--- config.mk ---
export PLATFORM = sky130hd
export DESIGN_NAME = laser_game_top
export DESIGN_NICKNAME = d
export VERILOG_FILES = /design/src/vga_pkg.sv /design/src/game_pkg.sv /design/src/vga_timing.sv /design/src/background_draw.sv /design/src/laser_cfg_regs.sv /design/src/laser_obstacle.sv /design/src/hit_detect.sv /design/src/laser_game_top.sv
export SDC_FILE = /design/constraint.sdc
export NUM_CORES = 1
export LEC_CHECK = 0
export ABC_CLOCK_PERIOD_IN_PS = 5000
export BUFFER_PORTS_ARGS = -buffer_cell sky130_fd_sc_hd__buf_4
export CORE_MARGIN = 5
export CORE_UTILIZATION = 66
export DETAILED_ROUTE_END_ITERATION = 8
export HOLD_SLACK_MARGIN = 0.15
export PLACE_DENSITY = 0.86
export SLEW_MARGIN = 5
export SYNTH_ARGS = -nofsm -noshare
export SYNTH_HDL_FRONTEND = slang
export SYNTH_SLANG_ARGS = --single-unit
--- constraint.sdc ---
create_clock -name pclk -period 5 [get_ports pclk]
set_clock_uncertainty 0.05 [all_clocks]
set_input_delay 1 -clock pclk [delete_from_list [all_inputs] [get_ports pclk]]
set_output_delay 1 -clock pclk [all_outputs]
set_load 0.01 [all_outputs]
--- src/vga_pkg.sv ---
package vga_pkg;

  // Raster coordinate and 4:4:4 colour
  typedef logic [11:0] coord_t;
  typedef logic [11:0] rgb_t;

  // 1024x768 timing, counts start at zero
  localparam coord_t H_ACTIVE     = 12'd1024;
  localparam coord_t H_TOTAL      = 12'd1344;
  localparam coord_t H_SYNC_START = 12'd1048;
  localparam coord_t H_SYNC_END   = 12'd1184;

  localparam coord_t V_ACTIVE     = 12'd768;
  localparam coord_t V_TOTAL      = 12'd806;
  localparam coord_t V_SYNC_START = 12'd771;
  localparam coord_t V_SYNC_END   = 12'd777;

  // Background
  localparam coord_t HORIZON_Y = 12'd600;
  localparam rgb_t   FLOOR_RGB = 12'h4_6_2;
  localparam rgb_t   BACK_RGB  = 12'h1_2_6;
  localparam rgb_t   BLACK_RGB = 12'h0_0_0;
  localparam rgb_t   WHITE_RGB = 12'hf_f_f;

endpackage

--- src/game_pkg.sv ---
package game_pkg;

  typedef enum logic [1:0] {
    LASER_IDLE,
    LASER_LEFT,
    LASER_MIDDLE,
    LASER_RIGHT
  } laser_state_t;

  typedef logic [24:0] period_t;
  typedef logic [1:0]  cfg_addr_t;

  // Vertical extent of every beam
  localparam vga_pkg::coord_t LASER_TOP    = 12'd317;
  localparam vga_pkg::coord_t LASER_BOTTOM = 12'd617;

  // Left edge at beam start, right edge starts one above
  localparam vga_pkg::coord_t BAY_LEFT_C   = 12'd411;
  localparam vga_pkg::coord_t BAY_MIDDLE_C = 12'd511;
  localparam vga_pkg::coord_t BAY_RIGHT_C  = 12'd611;

  // Beam is full at centre-30 .. centre+21
  localparam int HALF_WIDTH     = 30;
  localparam int FULL_RIGHT_OFS = 21;

  localparam logic [3:0] LEVEL_LASER = 4'd1;

  localparam int PLAYER_SIZE = 32;

  localparam cfg_addr_t CFG_STEP  = 2'd0;
  localparam cfg_addr_t CFG_HOLD  = 2'd1;
  localparam cfg_addr_t CFG_COLOR = 2'd2;

  localparam period_t DEFAULT_STEP = 25'd3200000;
  localparam period_t DEFAULT_HOLD = 25'd32000000;

endpackage

--- src/vga_timing.sv ---
`timescale 1ns/1ns

module vga_timing
  import vga_pkg::*;
(
  input  logic   pclk,
  input  logic   rst,
  output coord_t hcount,
  output coord_t vcount,
  output logic   hsync,
  output logic   vsync,
  output logic   blank
);

  coord_t h_nxt;
  coord_t v_nxt;

  //////////////////////////////////////////////////////////////////////
  // Counters
  //////////////////////////////////////////////////////////////////////

  always_comb begin
    h_nxt = hcount + 12'd1;
    v_nxt = vcount;
    if (hcount == H_TOTAL - 12'd1) begin
      h_nxt = '0;
      if (vcount == V_TOTAL - 12'd1) begin
        v_nxt = '0;
      end else begin
        v_nxt = vcount + 12'd1;
      end
    end
  end

  always_ff @(posedge pclk) begin
    if (rst) begin
      hcount <= '0;
      vcount <= '0;
    end else begin
      hcount <= h_nxt;
      vcount <= v_nxt;
    end
  end

  //////////////////////////////////////////////////////////////////////
  // Sync and blank
  //////////////////////////////////////////////////////////////////////

  // Decoded from the next count so the flags line up with hcount
  always_ff @(posedge pclk) begin
    if (rst) begin
      hsync <= 1'b0;
      vsync <= 1'b0;
      blank <= 1'b1;
    end else begin
      hsync <= (h_nxt >= H_SYNC_START) && (h_nxt < H_SYNC_END);
      vsync <= (v_nxt >= V_SYNC_START) && (v_nxt < V_SYNC_END);
      blank <= (h_nxt >= H_ACTIVE) || (v_nxt >= V_ACTIVE);
    end
  end

endmodule

--- src/background_draw.sv ---
`timescale 1ns/1ns

module background_draw
  import vga_pkg::*;
(
  input  logic   pclk,
  input  logic   rst,
  input  coord_t hcount_in,
  input  coord_t vcount_in,
  input  logic   hsync_in,
  input  logic   vsync_in,
  input  logic   blank_in,
  output coord_t hcount_out,
  output coord_t vcount_out,
  output logic   hsync_out,
  output logic   vsync_out,
  output logic   blank_out,
  output rgb_t   rgb_out
);

  always_ff @(posedge pclk) begin
    if (rst) begin
      hsync_out <= 1'b0;
      vsync_out <= 1'b0;
      blank_out <= 1'b1;
      rgb_out   <= BLACK_RGB;
    end else begin
      hsync_out <= hsync_in;
      vsync_out <= vsync_in;
      blank_out <= blank_in;
      if (blank_in) begin
        rgb_out <= BLACK_RGB;
      end else if (vcount_in >= HORIZON_Y) begin
        // Floor from the horizon line down
        rgb_out <= FLOOR_RGB;
      end else begin
        rgb_out <= BACK_RGB;
      end
    end
  end

  always_ff @(posedge pclk) begin
    hcount_out <= hcount_in;
    vcount_out <= vcount_in;
  end

endmodule

--- src/laser_cfg_regs.sv ---
`timescale 1ns/1ns

module laser_cfg_regs
  import vga_pkg::*;
  import game_pkg::*;
(
  input  logic      pclk,
  input  logic      rst,
  input  logic      cfg_we,
  input  cfg_addr_t cfg_addr,
  input  period_t   cfg_wdata,
  output period_t   step_period,
  output period_t   hold_period,
  output rgb_t      laser_rgb
);

  //////////////////////////////////////////////////////////////////////
  // Register file
  //////////////////////////////////////////////////////////////////////

  // Defaults give the hardware sweep speed
  always_ff @(posedge pclk) begin
    if (rst) begin
      step_period <= DEFAULT_STEP;
      hold_period <= DEFAULT_HOLD;
      laser_rgb   <= WHITE_RGB;
    end else if (cfg_we) begin
      case (cfg_addr)
        CFG_STEP: begin
          step_period <= cfg_wdata;
        end
        CFG_HOLD: begin
          hold_period <= cfg_wdata;
        end
        CFG_COLOR: begin
          // Colour sits in the low bits
          laser_rgb <= cfg_wdata[11:0];
        end
        default: begin
          step_period <= step_period;
        end
      endcase
    end
  end

endmodule

--- src/laser_obstacle.sv ---
`timescale 1ns/1ns

module laser_obstacle
  import vga_pkg::*;
  import game_pkg::*;
(
  input  logic       pclk,
  input  logic       rst,
  input  coord_t     hcount_in,
  input  coord_t     vcount_in,
  input  logic       hsync_in,
  input  logic       vsync_in,
  input  logic       blank_in,
  input  rgb_t       rgb_in,
  input  logic       start,
  input  logic       abort,
  input  logic [3:0] level,
  input  period_t    step_period,
  input  period_t    hold_period,
  input  rgb_t       laser_rgb,
  output coord_t     hcount_out,
  output coord_t     vcount_out,
  output logic       hsync_out,
  output logic       vsync_out,
  output logic       blank_out,
  output rgb_t       rgb_out,
  output logic       laser_px,
  output logic       working,
  output logic       done
);

  laser_state_t state, state_nxt;
  coord_t       left, left_nxt;
  coord_t       right, right_nxt;
  period_t      grow_cnt, grow_cnt_nxt;
  period_t      hold_cnt, hold_cnt_nxt;
  logic         reverse, reverse_nxt;
  logic         done_nxt;
  coord_t       centre;
  logic         full;
  logic         in_beam;

  function automatic coord_t bay_centre(input laser_state_t s);
    case (s)
      LASER_MIDDLE: return BAY_MIDDLE_C;
      LASER_RIGHT:  return BAY_RIGHT_C;
      default:      return BAY_LEFT_C;
    endcase
  endfunction

  assign centre = bay_centre(state);
  assign full   = (left <= centre - HALF_WIDTH) && (right >= centre + FULL_RIGHT_OFS);

  //////////////////////////////////////////////////////////////////////
  // Sweep FSM
  //////////////////////////////////////////////////////////////////////

  always_comb begin
    state_nxt    = state;
    left_nxt     = left;
    right_nxt    = right;
    grow_cnt_nxt = grow_cnt;
    hold_cnt_nxt = hold_cnt;
    reverse_nxt  = reverse;
    done_nxt     = 1'b0;
    if (state == LASER_IDLE) begin
      if (start && (level == LEVEL_LASER)) begin
        state_nxt    = LASER_LEFT;
        reverse_nxt  = 1'b0;
        left_nxt     = BAY_LEFT_C;
        right_nxt    = BAY_LEFT_C + 12'd1;
        grow_cnt_nxt = '0;
        hold_cnt_nxt = '0;
      end
    end else if (abort) begin
      state_nxt = LASER_IDLE;
    end else if (!full) begin
      // Widen one pixel per side
      if (grow_cnt >= step_period) begin
        left_nxt     = left - 12'd1;
        right_nxt    = right + 12'd1;
        grow_cnt_nxt = '0;
      end else begin
        grow_cnt_nxt = grow_cnt + 25'd1;
      end
    end else if (hold_cnt >= hold_period) begin
      grow_cnt_nxt = '0;
      hold_cnt_nxt = '0;
      case (state)
        LASER_LEFT: begin
          if (reverse) begin
            state_nxt = LASER_IDLE;
            done_nxt  = 1'b1;
          end else begin
            state_nxt = LASER_MIDDLE;
          end
        end
        LASER_MIDDLE: begin
          state_nxt = reverse ? LASER_LEFT : LASER_RIGHT;
        end
        LASER_RIGHT: begin
          // Right bay runs twice, the second pass turns the sweep around
          state_nxt   = reverse ? LASER_MIDDLE : LASER_RIGHT;
          reverse_nxt = 1'b1;
        end
        default: begin
          state_nxt = LASER_IDLE;
        end
      endcase
      left_nxt  = bay_centre(state_nxt);
      right_nxt = bay_centre(state_nxt) + 12'd1;
    end else begin
      hold_cnt_nxt = hold_cnt + 25'd1;
    end
  end

  always_ff @(posedge pclk) begin
    if (rst) begin
      state    <= LASER_IDLE;
      left     <= '0;
      right    <= '0;
      grow_cnt <= '0;
      hold_cnt <= '0;
      reverse  <= 1'b0;
      done     <= 1'b0;
      working  <= 1'b0;
    end else begin
      state    <= state_nxt;
      left     <= left_nxt;
      right    <= right_nxt;
      grow_cnt <= grow_cnt_nxt;
      hold_cnt <= hold_cnt_nxt;
      reverse  <= reverse_nxt;
      done     <= done_nxt;
      working  <= (state != LASER_IDLE);
    end
  end

  //////////////////////////////////////////////////////////////////////
  // Pixel overlay
  //////////////////////////////////////////////////////////////////////

  assign in_beam = (state != LASER_IDLE) && !blank_in &&
                   (hcount_in >= left) && (hcount_in <= right) &&
                   (vcount_in >= LASER_TOP) && (vcount_in <= LASER_BOTTOM);

  always_ff @(posedge pclk) begin
    if (rst) begin
      hsync_out <= 1'b0;
      vsync_out <= 1'b0;
      blank_out <= 1'b1;
      laser_px  <= 1'b0;
      rgb_out   <= BLACK_RGB;
    end else begin
      hsync_out <= hsync_in;
      vsync_out <= vsync_in;
      blank_out <= blank_in;
      laser_px  <= in_beam;
      rgb_out   <= in_beam ? laser_rgb : rgb_in;
    end
  end

  always_ff @(posedge pclk) begin
    hcount_out <= hcount_in;
    vcount_out <= vcount_in;
  end

endmodule

--- src/hit_detect.sv ---
`timescale 1ns/1ns

module hit_detect
  import vga_pkg::*;
  import game_pkg::*;
(
  input  logic   pclk,
  input  logic   rst,
  input  coord_t hcount,
  input  coord_t vcount,
  input  logic   laser_px,
  input  coord_t player_x,
  input  coord_t player_y,
  input  logic   clear,
  output logic   hit
);

  coord_t dx;
  coord_t dy;
  logic   in_box;

  // Offsets into the player box, guarded against wrap
  assign dx = hcount - player_x;
  assign dy = vcount - player_y;

  assign in_box = (hcount >= player_x) && (dx < PLAYER_SIZE) &&
                  (vcount >= player_y) && (dy < PLAYER_SIZE);

  //////////////////////////////////////////////////////////////////////
  // Hit flag
  //////////////////////////////////////////////////////////////////////

  // Sticky until the player restarts
  always_ff @(posedge pclk) begin
    if (rst) begin
      hit <= 1'b0;
    end else if (clear) begin
      hit <= 1'b0;
    end else if (laser_px && in_box) begin
      hit <= 1'b1;
    end
  end

endmodule

--- src/laser_game_top.sv ---
`timescale 1ns/1ns

module laser_game_top
  import vga_pkg::*;
  import game_pkg::*;
(
  input  logic       pclk,
  input  logic       rst,
  input  logic       start,
  input  logic       abort,
  input  logic [3:0] level,
  input  logic       cfg_we,
  input  cfg_addr_t  cfg_addr,
  input  period_t    cfg_wdata,
  input  coord_t     player_x,
  input  coord_t     player_y,
  input  logic       clear,
  output logic       hsync,
  output logic       vsync,
  output rgb_t       rgb_out,
  output logic       working,
  output logic       done,
  output logic       hit
);

  // Timing stage
  coord_t  tim_hcount, tim_vcount;
  logic    tim_hsync, tim_vsync, tim_blank;
  // Background stage
  coord_t  bg_hcount, bg_vcount;
  logic    bg_hsync, bg_vsync, bg_blank;
  rgb_t    bg_rgb;
  // Laser stage
  coord_t  las_hcount, las_vcount;
  logic    laser_px;
  period_t step_period, hold_period;
  rgb_t    laser_rgb;

  vga_timing u_vga_timing (
    .pclk   (pclk),
    .rst    (rst),
    .hcount (tim_hcount),
    .vcount (tim_vcount),
    .hsync  (tim_hsync),
    .vsync  (tim_vsync),
    .blank  (tim_blank)
  );

  background_draw u_background_draw (
    .pclk       (pclk),
    .rst        (rst),
    .hcount_in  (tim_hcount),
    .vcount_in  (tim_vcount),
    .hsync_in   (tim_hsync),
    .vsync_in   (tim_vsync),
    .blank_in   (tim_blank),
    .hcount_out (bg_hcount),
    .vcount_out (bg_vcount),
    .hsync_out  (bg_hsync),
    .vsync_out  (bg_vsync),
    .blank_out  (bg_blank),
    .rgb_out    (bg_rgb)
  );

  laser_cfg_regs u_laser_cfg_regs (
    .pclk        (pclk),
    .rst         (rst),
    .cfg_we      (cfg_we),
    .cfg_addr    (cfg_addr),
    .cfg_wdata   (cfg_wdata),
    .step_period (step_period),
    .hold_period (hold_period),
    .laser_rgb   (laser_rgb)
  );

  // Blank is not needed past the last stage
  laser_obstacle u_laser_obstacle (
    .pclk        (pclk),
    .rst         (rst),
    .hcount_in   (bg_hcount),
    .vcount_in   (bg_vcount),
    .hsync_in    (bg_hsync),
    .vsync_in    (bg_vsync),
    .blank_in    (bg_blank),
    .rgb_in      (bg_rgb),
    .start       (start),
    .abort       (abort),
    .level       (level),
    .step_period (step_period),
    .hold_period (hold_period),
    .laser_rgb   (laser_rgb),
    .hcount_out  (las_hcount),
    .vcount_out  (las_vcount),
    .hsync_out   (hsync),
    .vsync_out   (vsync),
    .blank_out   (),
    .rgb_out     (rgb_out),
    .laser_px    (laser_px),
    .working     (working),
    .done        (done)
  );

  hit_detect u_hit_detect (
    .pclk     (pclk),
    .rst      (rst),
    .hcount   (las_hcount),
    .vcount   (las_vcount),
    .laser_px (laser_px),
    .player_x (player_x),
    .player_y (player_y),
    .clear    (clear),
    .hit      (hit)
  );

endmodule

==> After elaboration in Yosys (flattened, before gate mapping) <==
Cells that the tools add are included.
{ "totals": {"regBits": 247, "inputBits": 61, "word_cells": 162} }
{ "op_classes": {"addsub": 11, "n_lt_le_gt_ge": 19, "n_eq_ne": 13, "mux": 52, "bitwise_logic": 3, "reduce_logical": 35} }
{ "op_table": {"columns": ["op", "count"], "rows": [
  ["25-bit two-way mux", 10],
  ["12-bit two-way mux", 19],
  ["25-bit by 1-bit adder with 25-bit output (second input constant)", 2],
  ["25-bit greater-or-equal comparator", 2],
  ["12-bit by 1-bit adder with 12-bit output (second input constant)", 4],
  ["10-bit one-hot mux with 2 select lines", 2],
  ["12-bit by 10-bit greater-or-equal comparator with 1-bit output (second input constant)", 3],
  ["12-bit greater-or-equal comparator", 3],
  ["12-bit by 32-bit greater-or-equal comparator with 1-bit output", 1],
  ["12-bit by 32-bit <= comparator with 1-bit output", 1],
  ["12-bit by 11-bit greater-or-equal comparator with 1-bit output (second input constant)", 2],
  ["12-bit by 6-bit less-than comparator with 1-bit output (second input constant)", 2],
  ["12-bit subtractor", 2],
  ["2-bit two-way mux", 11],
  ["1-bit logical AND", 13],
  ["12-bit by 10-bit equality test with 1-bit output (second input constant)", 1],
  ["12-bit by 11-bit equality test with 1-bit output (second input constant)", 1],
  ["12-bit by 9-bit greater-or-equal comparator with 1-bit output (second input constant)", 1],
  ["12-bit by 10-bit <= comparator with 1-bit output (second input constant)", 1],
  ["12-bit <= comparator", 1],
  ["12-bit by 10-bit less-than comparator with 1-bit output (second input constant)", 1],
  ["12-bit by 11-bit less-than comparator with 1-bit output (second input constant)", 1],
  ["12-bit by 1-bit subtractor with 12-bit output (second input constant)", 1],
  ["10-bit by 5-bit adder with 11-bit output (second input constant)", 1],
  ["other kinds (22)", 47]
]} }

==> Depth between registers and ports, before layout <==
Gate-level depths: netlist of the first run.
{ "logic_depth": {"ltp_word": 19, "ltp_mapped": 17} }

==> Modules after synthesis <==
From an unflattened synthesis of the first run, not the netlist that was laid out.
{ "hier_totals": {"cells_unflattened": 1568, "hier_area_um2": 13545.5} }
{ "by_module_without_submodules": {"columns": ["mod", "instances", "cells_per_inst", "area_each_um2"], "rows": [
  ["laser_obstacle", 1, 915, 7567.3],
  ["laser_cfg_regs", 1, 253, 2577.5],
  ["vga_timing", 1, 176, 1514.0],
  ["hit_detect", 1, 173, 1148.6],
  ["background_draw", 1, 51, 738.2]
]} }

==> Worst setup path before layout of the first run <==
No wires, ideal clock.
{ "synth_path": {"path_type": "flip-flop to flip-flop", "start": "reg u_laser_obstacle.state[0]", "end": "reg u_laser_obstacle.left[6]", "setup_ns": 0.122, "t_arrival_ns": 3.030, "required_time_ns": 4.828, "slack_ns": 1.798, "path_stages_with_launch": 15, "n_path_buf": 1, "cell_sequence": "dfxtp_1 inv_1 ha_1 inv_1 ha_1 inv_1 ha_1 a2111oi_0 o21ai_0 o21a_1 a211oi_1 or2_1 clkbuf_1 nor3_1 a221o_1"} }
{ "synth_between": {"elab_chain_len": 12} }
{ "synth_rtl": {"columns": ["element", "line", "source"], "rows": [
  ["start: declaration", "laser_obstacle.sv:32", "laser_state_t state, state_nxt;"],
  ["start signal: assignment", "laser_obstacle.sv:128", "state <= state_nxt;"],
  ["parallel branches: the longest is 12 deep, another holds 12-bit by 32-bit <= comparator with 1-bit output", null, null],
  ["end signal: assignment", "laser_obstacle.sv:129", "left <= left_nxt;"],
  ["end: declaration", "laser_obstacle.sv:33", "coord_t left, left_nxt;"]
]} }
Several ways; the timed one is not identified. The select of a mux whose other input is x is not followed.
A chain may end at the register's enable or synchronous reset.

==> Worst setup path in the final report of the first run <==
{ "layout_path": {"start": "reg u_laser_obstacle.state[0]", "end": "reg u_laser_obstacle.right[6]"} }
{ "layout_between": {"elab_chain_len": 17} }
{ "layout_rtl": {"columns": ["element", "line", "source"], "rows": [
  ["2-bit equality test / 2-bit by 1-bit equality test with 1-bit output (equally long branches)", "laser_obstacle.sv:44, laser_obstacle.sv:89", null],
  ["2-bit one-hot mux with 3 select lines", "laser_obstacle.sv:89", "case (state)"],
  ["2-bit two-way mux", "laser_obstacle.sv:86", "end else if (hold_cnt >= hold_period) begin"],
  ["2-bit two-way mux", "laser_obstacle.sv:77", "end else if (!full) begin"],
  ["2-bit two-way mux", "laser_obstacle.sv:75", "end else if (abort) begin"],
  ["2-bit two-way mux", "laser_obstacle.sv:66", "if (state == LASER_IDLE) begin"],
  ["2-bit equality test", "laser_obstacle.sv:44", "case (s)"],
  ["10-bit one-hot mux with 2 select lines", "laser_obstacle.sv:44", null],
  ["12-bit two-way mux", "laser_obstacle.sv:86", null],
  ["12-bit two-way mux", "laser_obstacle.sv:77", null],
  ["12-bit two-way mux", "laser_obstacle.sv:75", null],
  ["12-bit two-way mux", "laser_obstacle.sv:66", null],
  ["12-bit by 1-bit adder with 12-bit output", "laser_obstacle.sv:111", "right_nxt = bay_centre(state_nxt) + 12'd1;"],
  ["12-bit two-way mux", "laser_obstacle.sv:86", null],
  ["12-bit two-way mux", "laser_obstacle.sv:77", null],
  ["12-bit two-way mux", "laser_obstacle.sv:75", null],
  ["12-bit two-way mux", "laser_obstacle.sv:66", null],
  ["end signal: assignment", "laser_obstacle.sv:130", "right <= right_nxt;"],
  ["end: declaration", "laser_obstacle.sv:34", "coord_t right, right_nxt;"]
]} }
Several ways; a longest one is shown, not always the timed one. The select of a mux whose other input is x is not followed.

==> results of run 1 <==
metal layers:
metal	wire, um	vias to the layer above
li1	-	5397
met5	0	-
met2	15000	473
met3	2040	96
met1	12400	5154
met4	1530	0
cell usage in the layout (no fill, tap or decap), drive strengths merged, types with 8 or more instances in the layout:
| cell | n |
|---|---|
| nor3 | 37 |
| o211ai | 22 |
| a21oi | 124 |
| nor2 | 120 |
| a31oi | 8 |
| nand2 | 174 |
| a21o | 17 |
| a211oi | 10 |
| and3 | 23 |
| nand4 | 33 |
| mux2i | 18 |
| o21a | 14 |
| xnor2 | 35 |
| inv | 141 |
| clkbuf | 32 |
| ha | 131 |
| dfxtp | 238 |
| and2 | 9 |
| nand3 | 49 |
| buf | 88 |
| o21ai | 69 |
| or3 | 27 |
| xor2 | 17 |
| nor4 | 15 |
stage by stage:
step	std cells	setup slack (ns)	util, %	power, mW	hold WS [ns]
3_5_place_dp	1772	1.08	71.1	2.35	0.289
3_3_place_gp	1772	1.29	71.1	2.34	0.283
6_report	1817	0.980	75.7	4.25	0.297
5_1_grt	1817	0.705	75.7	4.39	0.305
2_1_floorplan	1509	1.80	-	2.23	0.273
4_1_cts	1817	1.03	75.7	4.27	0.298
flip-flops by register name, summed over array words and instances (netlist names), 2 cells and up:
| signal | count |
|---|---|
| u_background_draw.hcount_out | 12 |
| u_background_draw.rgb_out | 3 |
| u_background_draw.vcount_out | 12 |
| u_laser_cfg_regs.hold_period | 25 |
| u_laser_cfg_regs.laser_rgb | 12 |
| u_laser_cfg_regs.step_period | 25 |
| u_laser_obstacle.grow_cnt | 25 |
| u_laser_obstacle.hcount_out | 12 |
| u_laser_obstacle.hold_cnt | 25 |
| u_laser_obstacle.left | 12 |
| u_laser_obstacle.rgb_out | 12 |
| u_laser_obstacle.right | 12 |
| u_laser_obstacle.state | 2 |
| u_laser_obstacle.vcount_out | 12 |
| u_vga_timing.hcount | 12 |
| u_vga_timing.vcount | 12 |
critical path, delay by kind of cell, from the launching register on:
family,cells,cell delay (ns)
AND/OR/NAND/NOR,2,0.79
AO/OA/AOI/OAI,6,1.50
buffers and inverters,3,0.34
adder cells (fa/ha/maj),3,0.73
flip-flops,1,0.41
cell families (layout without fill, tap and decap cells):
kind of cell	count (synthesis)	after routing	synth area share (%)
xor+xnor	52	52	3.61
fa+ha+maj	131	131	13.0
flops	238	238	37.8
buf+inv	199	273	6.08
mux	22	22	1.78
compound gates	323	323	16.3
simple gates	544	544	21.5
Yosys cell counts, drive strengths merged, types with 7 or more instances:
cell	number
inv	140
a21oi	124
nand2	174
nand3b	7
dfxtp	238
nand2b	7
o21ai	69
nand4	33
o31ai	7
nor2b	7
a31oi	8
ha	131
a21o	17
o211ai	22
and2	9
xor2	17
nand3	49
or2	7
mux2i	18
nor2	120
or3	27
and3	23
clkbuf	41
xnor2	35
buf	18
or4	7
a211oi	10
a221oi	7
o21a	14
nor4	15
nor3	37
power groups by stage:
stage,Combinational (mW),Sequential [mW],Clock (mW)
global placement,0.335,2.00,0
finish,0.357,1.97,1.93
floorplan,0.234,2.00,0
detailed placement,0.347,2.01,0
CTS,0.354,1.96,1.95
global route,0.396,1.97,2.03
area by class of cell:
type / count / area [um2] / area share [%]
inverters: 140 / 526 / 3.70
clock inverters: 13 / 175 / 1.23
flip-flops and latches: 238 / 4760 / 33.5
well taps: 234 / 293 / 2.06
clock buffers: 32 / 692 / 4.87
repair buffers: 88 / 661 / 4.65
multi-input cells: 1072 / 7100 / 50.0
path summary, 6_finish.rpt:
path                                                        to                             from  cells past startpoint
worst max-delay path                 u_laser_obstacle.right[6]        u_laser_obstacle.state[0]                     14
worst min register to register  u_laser_obstacle.vcount_out[9]  u_background_draw.vcount_out[9]                      0
worst max register to register       u_laser_obstacle.right[6]        u_laser_obstacle.state[0]                     14
worst min-delay path            u_laser_obstacle.vcount_out[9]  u_background_draw.vcount_out[9]                      0
==> metrics.cfg, run 1 <==
[layout]
design_area_um2 = 14200
layout-drive-gt1-share_pct = 10.2
fill_cells = 1339
antenna_cells = 0
nNetsFinal = 1757
syn2layout_area_growth_pct = 12.7

[global_route]
grt_usage_pct = 27.8
grt_max_degree = 82
grt_pass1_wl_um = 51300
grt_overflow_total = 0
grt_util_met3_pct = 3.66
grt_use_met1_pct = 33.5
antenna_found_initial = 0
grt_pass1_vias = 10800
busiest_layer = met2
use_met2_pct = 48.6

[sta]
period_share_pct = 80.4
rsz0062_at_grt = no
slew_headroom_pct = 14.1
fmax_ghz = 0.249
worst_pin_slew_ns = 1.29
hold_viol_final = 0
fin_crit_ns = 4.02
setup_tns_ns = 0
setup_violations = 0
slew_violations = 0

[floorplan]
start_util_pct = 67.2
dieArea_um2 = 22000
fp.dieW_um = 148
core.rowCount = 50
fp.dieH_um = 148
pin_count = 78
core_um2 = 18800

[synth]
yosys.area.top_type = dfxtp_1
ys_ff_latch = 238
synth_area_um2 = 12600
synth_area_leaders = dfxtp_1 38%, ha_1 13%, nand2_1 5.2%, a21oi_1 4.9%, inv_1 4.1%
yosysWarningCount = 0
syn_avg_cell_area_um2 = 8.36
async_flop_share_pct = 0
syn_inst = 1509
synthesis.nets = 1701
yosysSeqAreaShare_pct = 37.8
ys_types = 83
synth_edf_count = 0
synthFlopType = dfxtp_1
yosysTopAreaCellShare_pct = 37.8

[flow_run]
drv_cap = 0

[place]
place.gp.congestion = 0.917
hpwlAfterDp_um = 22400
portBuffers = 77
place_area_um2 = 13300

[critical_path]
arrival_ns = 4.33
crit_path_max_fanout = 12
critPathRequiredTime_ns = 5.32
cpMaxStageDelayCell = a21oi_1
endpoint_kind = register
cpPeakStageDelay_ns = 0.50
regToRegSetupSlack_ns = 0.98
critPathLaunchType = register
critical_path_class = register to register
path_cells = inv_1, ha_1, inv_1, ha_1, inv_1, ha_1, a21oi_1, a21oi_1, nor4b_4, o21a_1, a211oi_1, or2_1, a21oi_1, a221oi_1

[drt]
viasPerCell = 6.12
wl_per_cell_um = 17.1
drc_errors = 0
ant_nets = 0
drt_iter0_drc = 893
drt-total-wl_um = 31000
firstDrtPassIters = 6
num_vias = 11100

[cts]
clk_pin_slew_ns = 0.06
cts_resized = 0
post_cts_buffers = 0
numCtsBuffers = 25
clock_latency_ns = 0.54
cts_tree = yes
clockBufferDepth = 3
hold_buffers = 0
cts.htree.levels = 1
clock_sinks = 238
cts_root_buffer = clkbuf_16

[power]
p_per_area_nw_per_um2 = 299
max-vdd-ir-drop_mv = 0.297
p_int_mw = 3.22
seq_power_share_pct = 46.3
pwr-share-clk_pct = 45.3
p_sw_mw = 1.03
p_comb_share_pct = 8.4
switching_share_pct = 24.1
p_leak_nw = 5.95

[hold_path]
min_path_type = register to register

[status]
status = complete, no violations

No activity file was read; power rests on OpenSTA's default activity.
==> inputs of run 2 (changes only) <==
--- a/config.mk
+++ b/config.mk
@@ -5,13 +5,13 @@
 export SDC_FILE = /design/constraint.sdc
 export NUM_CORES = 1
 export LEC_CHECK = 0
-export ABC_CLOCK_PERIOD_IN_PS = 5000
+export ABC_CLOCK_PERIOD_IN_PS = 4100
 export BUFFER_PORTS_ARGS = -buffer_cell sky130_fd_sc_hd__buf_4
 export CORE_MARGIN = 5
-export CORE_UTILIZATION = 66
+export CORE_UTILIZATION = 61
 export DETAILED_ROUTE_END_ITERATION = 8
 export HOLD_SLACK_MARGIN = 0.15
-export PLACE_DENSITY = 0.86
+export PLACE_DENSITY = 0.8
 export SLEW_MARGIN = 5
 export SYNTH_ARGS = -nofsm -noshare
 export SYNTH_HDL_FRONTEND = slang
==> constraint.sdc (replaced) <==
create_clock -name pclk -period 4.1 [get_ports pclk]
set_clock_uncertainty 0.05 [all_clocks]
set_input_delay 0.82 -clock pclk [delete_from_list [all_inputs] [get_ports pclk]]
set_output_delay 0.82 -clock pclk [all_outputs]
set_load 0.01 [all_outputs]
==> metrics.cfg, run 2 (synthesis gave the netlist of run 1 again) <==
[critical_path]
cpPeakStageDelay_ns = 0.42
critPathRequiredTime_ns = 4.51
crit_family = compound AO/OA/AOI/OAI gates
critPathBufInv = 5
crit_path_max_fanout = 25
arrival_ns = 4.22
cpMaxStageDelayCell = a2111oi_0
critical_path_class = register to register
path_cells = inv_1, ha_1, inv_1, ha_1, inv_1, ha_1, a2111oi_0, o21ai_0, o21a_1, a211oi_1, o21ai_1, buf_4, a21o_1, buf_4, a21oi_1
endpoint_kind = register
critPathLaunchType = register

[cts]
cts_root_buffer = clkbuf_16
clock_sinks = 238
cts.htree.levels = 1
clockBufferDepth = 3
post_cts_buffers = 0
clock_latency_ns = 0.54
clk_pin_slew_ns = 0.06
numCtsBuffers = 25
cts_tree = yes

[global_route]
busiest_layer = met2
antenna_found_initial = 0
grt_util_met3_pct = 4.13
grt_pass1_vias = 10600
use_met2_pct = 44.1
grt_usage_pct = 25.4
grt_use_met1_pct = 32.1
grt_overflow_total = 0
grt_pass1_wl_um = 51300
grt_max_degree = 55

[floorplan]
pin_count = 78
fp.dieH_um = 154
core.rowCount = 52
dieArea_um2 = 23700
start_util_pct = 62.2
core_um2 = 20300
fp.dieW_um = 154

[drt]
drt-total-wl_um = 30900
drc_errors = 0
wl_per_cell_um = 16.6
drt_iter0_drc = 914
firstDrtPassIters = 5
ant_nets = 0
num_vias = 10900
viasPerCell = 5.86

[sta]
setup_tns_ns = 0
setup_violations = 0
slew_headroom_pct = 36.0
slew_violations = 0
hold_viol_final = 0
worst_pin_slew_ns = 0.947
rsz0062_at_grt = no
fmax_ghz = 0.263
period_share_pct = 92.9
fin_crit_ns = 3.81

[flow_run]
drv_cap = 0

[layout]
layout_common_cells = 238 x dfxtp_1, 174 x nand2_1, 139 x inv_1
nNetsFinal = 1767
antenna_cells = 0
final_core_util_pct = 70.8
layout_commonest_cell = dfxtp_1
layout-drive-gt1-share_pct = 10.9
fill_cells = 1604
syn2layout_area_growth_pct = 14.0

[place]
place.gp.congestion = 0.929
portBuffers = 77
hpwlAfterDp_um = 22800

[power]
p_per_area_nw_per_um2 = 370
p_leak_nw = 6.02
max-vdd-ir-drop_mv = 0.276

[hold_path]
min_path_type = register to register

[status]
status = complete, no violations

run 2: path summary, 6_finish.rpt:
check / from / end / slack (ns) / cells after the start
min: u_background_draw.vcount_out[9] / u_laser_obstacle.vcount_out[9] / 0.30 / 0
min reg2reg: u_background_draw.vcount_out[9] / u_laser_obstacle.vcount_out[9] / 0.30 / 0
max reg2reg: u_laser_obstacle.state[0] / u_laser_obstacle.grow_cnt[8] / 0.29 / 15
max: u_laser_obstacle.state[0] / u_laser_obstacle.grow_cnt[8] / 0.29 / 15
run 2: area by class of cell:
cell class	count	area (um2)	area share [%]
Multi-Input combinational cell	1072	7110	49.4
Inverter	140	526	3.65
Timing Repair Buffer	98	736	5.12
Clock buffer	30	654	4.55
Tap cell	270	338	2.35
Sequential cell	238	4760	33.1
Clock inverter	15	251	1.75
run 2: per-stage QoR:
stage | instances | hold WS, ns | instance area [um2] | worst slack [ns] | power [mW]
after detailed placement | 1818 | 0.288 | 13500 | 0.416 | 2.88
final | 1863 | 0.299 | 14400 | 0.291 | 5.32
after floorplan | 1509 | 0.273 | 12600 | 0.898 | 2.72
after global routing | 1863 | 0.312 | 14400 | 0.0285 | 5.51
after global placement | 1818 | 0.283 | 13500 | 0.597 | 2.87
after CTS | 1863 | 0.299 | 14400 | 0.346 | 5.35
run 2: power by group:
group | internal [mW] | leakage (nW) | switching [mW]
combinational | 0.178 | 3.66 | 0.264
sequential | 2.36 | 1.93 | 0.0374
clock | 1.53 | 0.440 | 0.949
run 2: timing repair:
| action | in CTS | in global routing |
|---|---|---|
| endpoints found under the setup margin | 0 | 4 |
| gates resized for setup | 0 | 2 |
| hold buffers | 0 | 0 |
run 2: metal layers:
metal | up-vias | share of wire [%]
li1 | 5418 | -
met1 | 5046 | 42
met2 | 370 | 48
met3 | 74 | 6.3
met4 | 0 | 3.2
met5 | - | 0
run 2: worst reg2reg max path, stage by stage, from the launching register on:
cell and delay, ns:
dfxtp_1 0.35, inv_1 0.19, ha_1 0.25, inv_1 0.09, ha_1 0.27, inv_1 0.04, ha_1 0.28, a2111oi_0 0.42
o21ai_0 0.28, o21a_1 0.24, a211oi_1 0.35, o21ai_1 0.10, buf_4 0.23, a21o_1 0.22, buf_4 0.21, a21oi_1 0.18
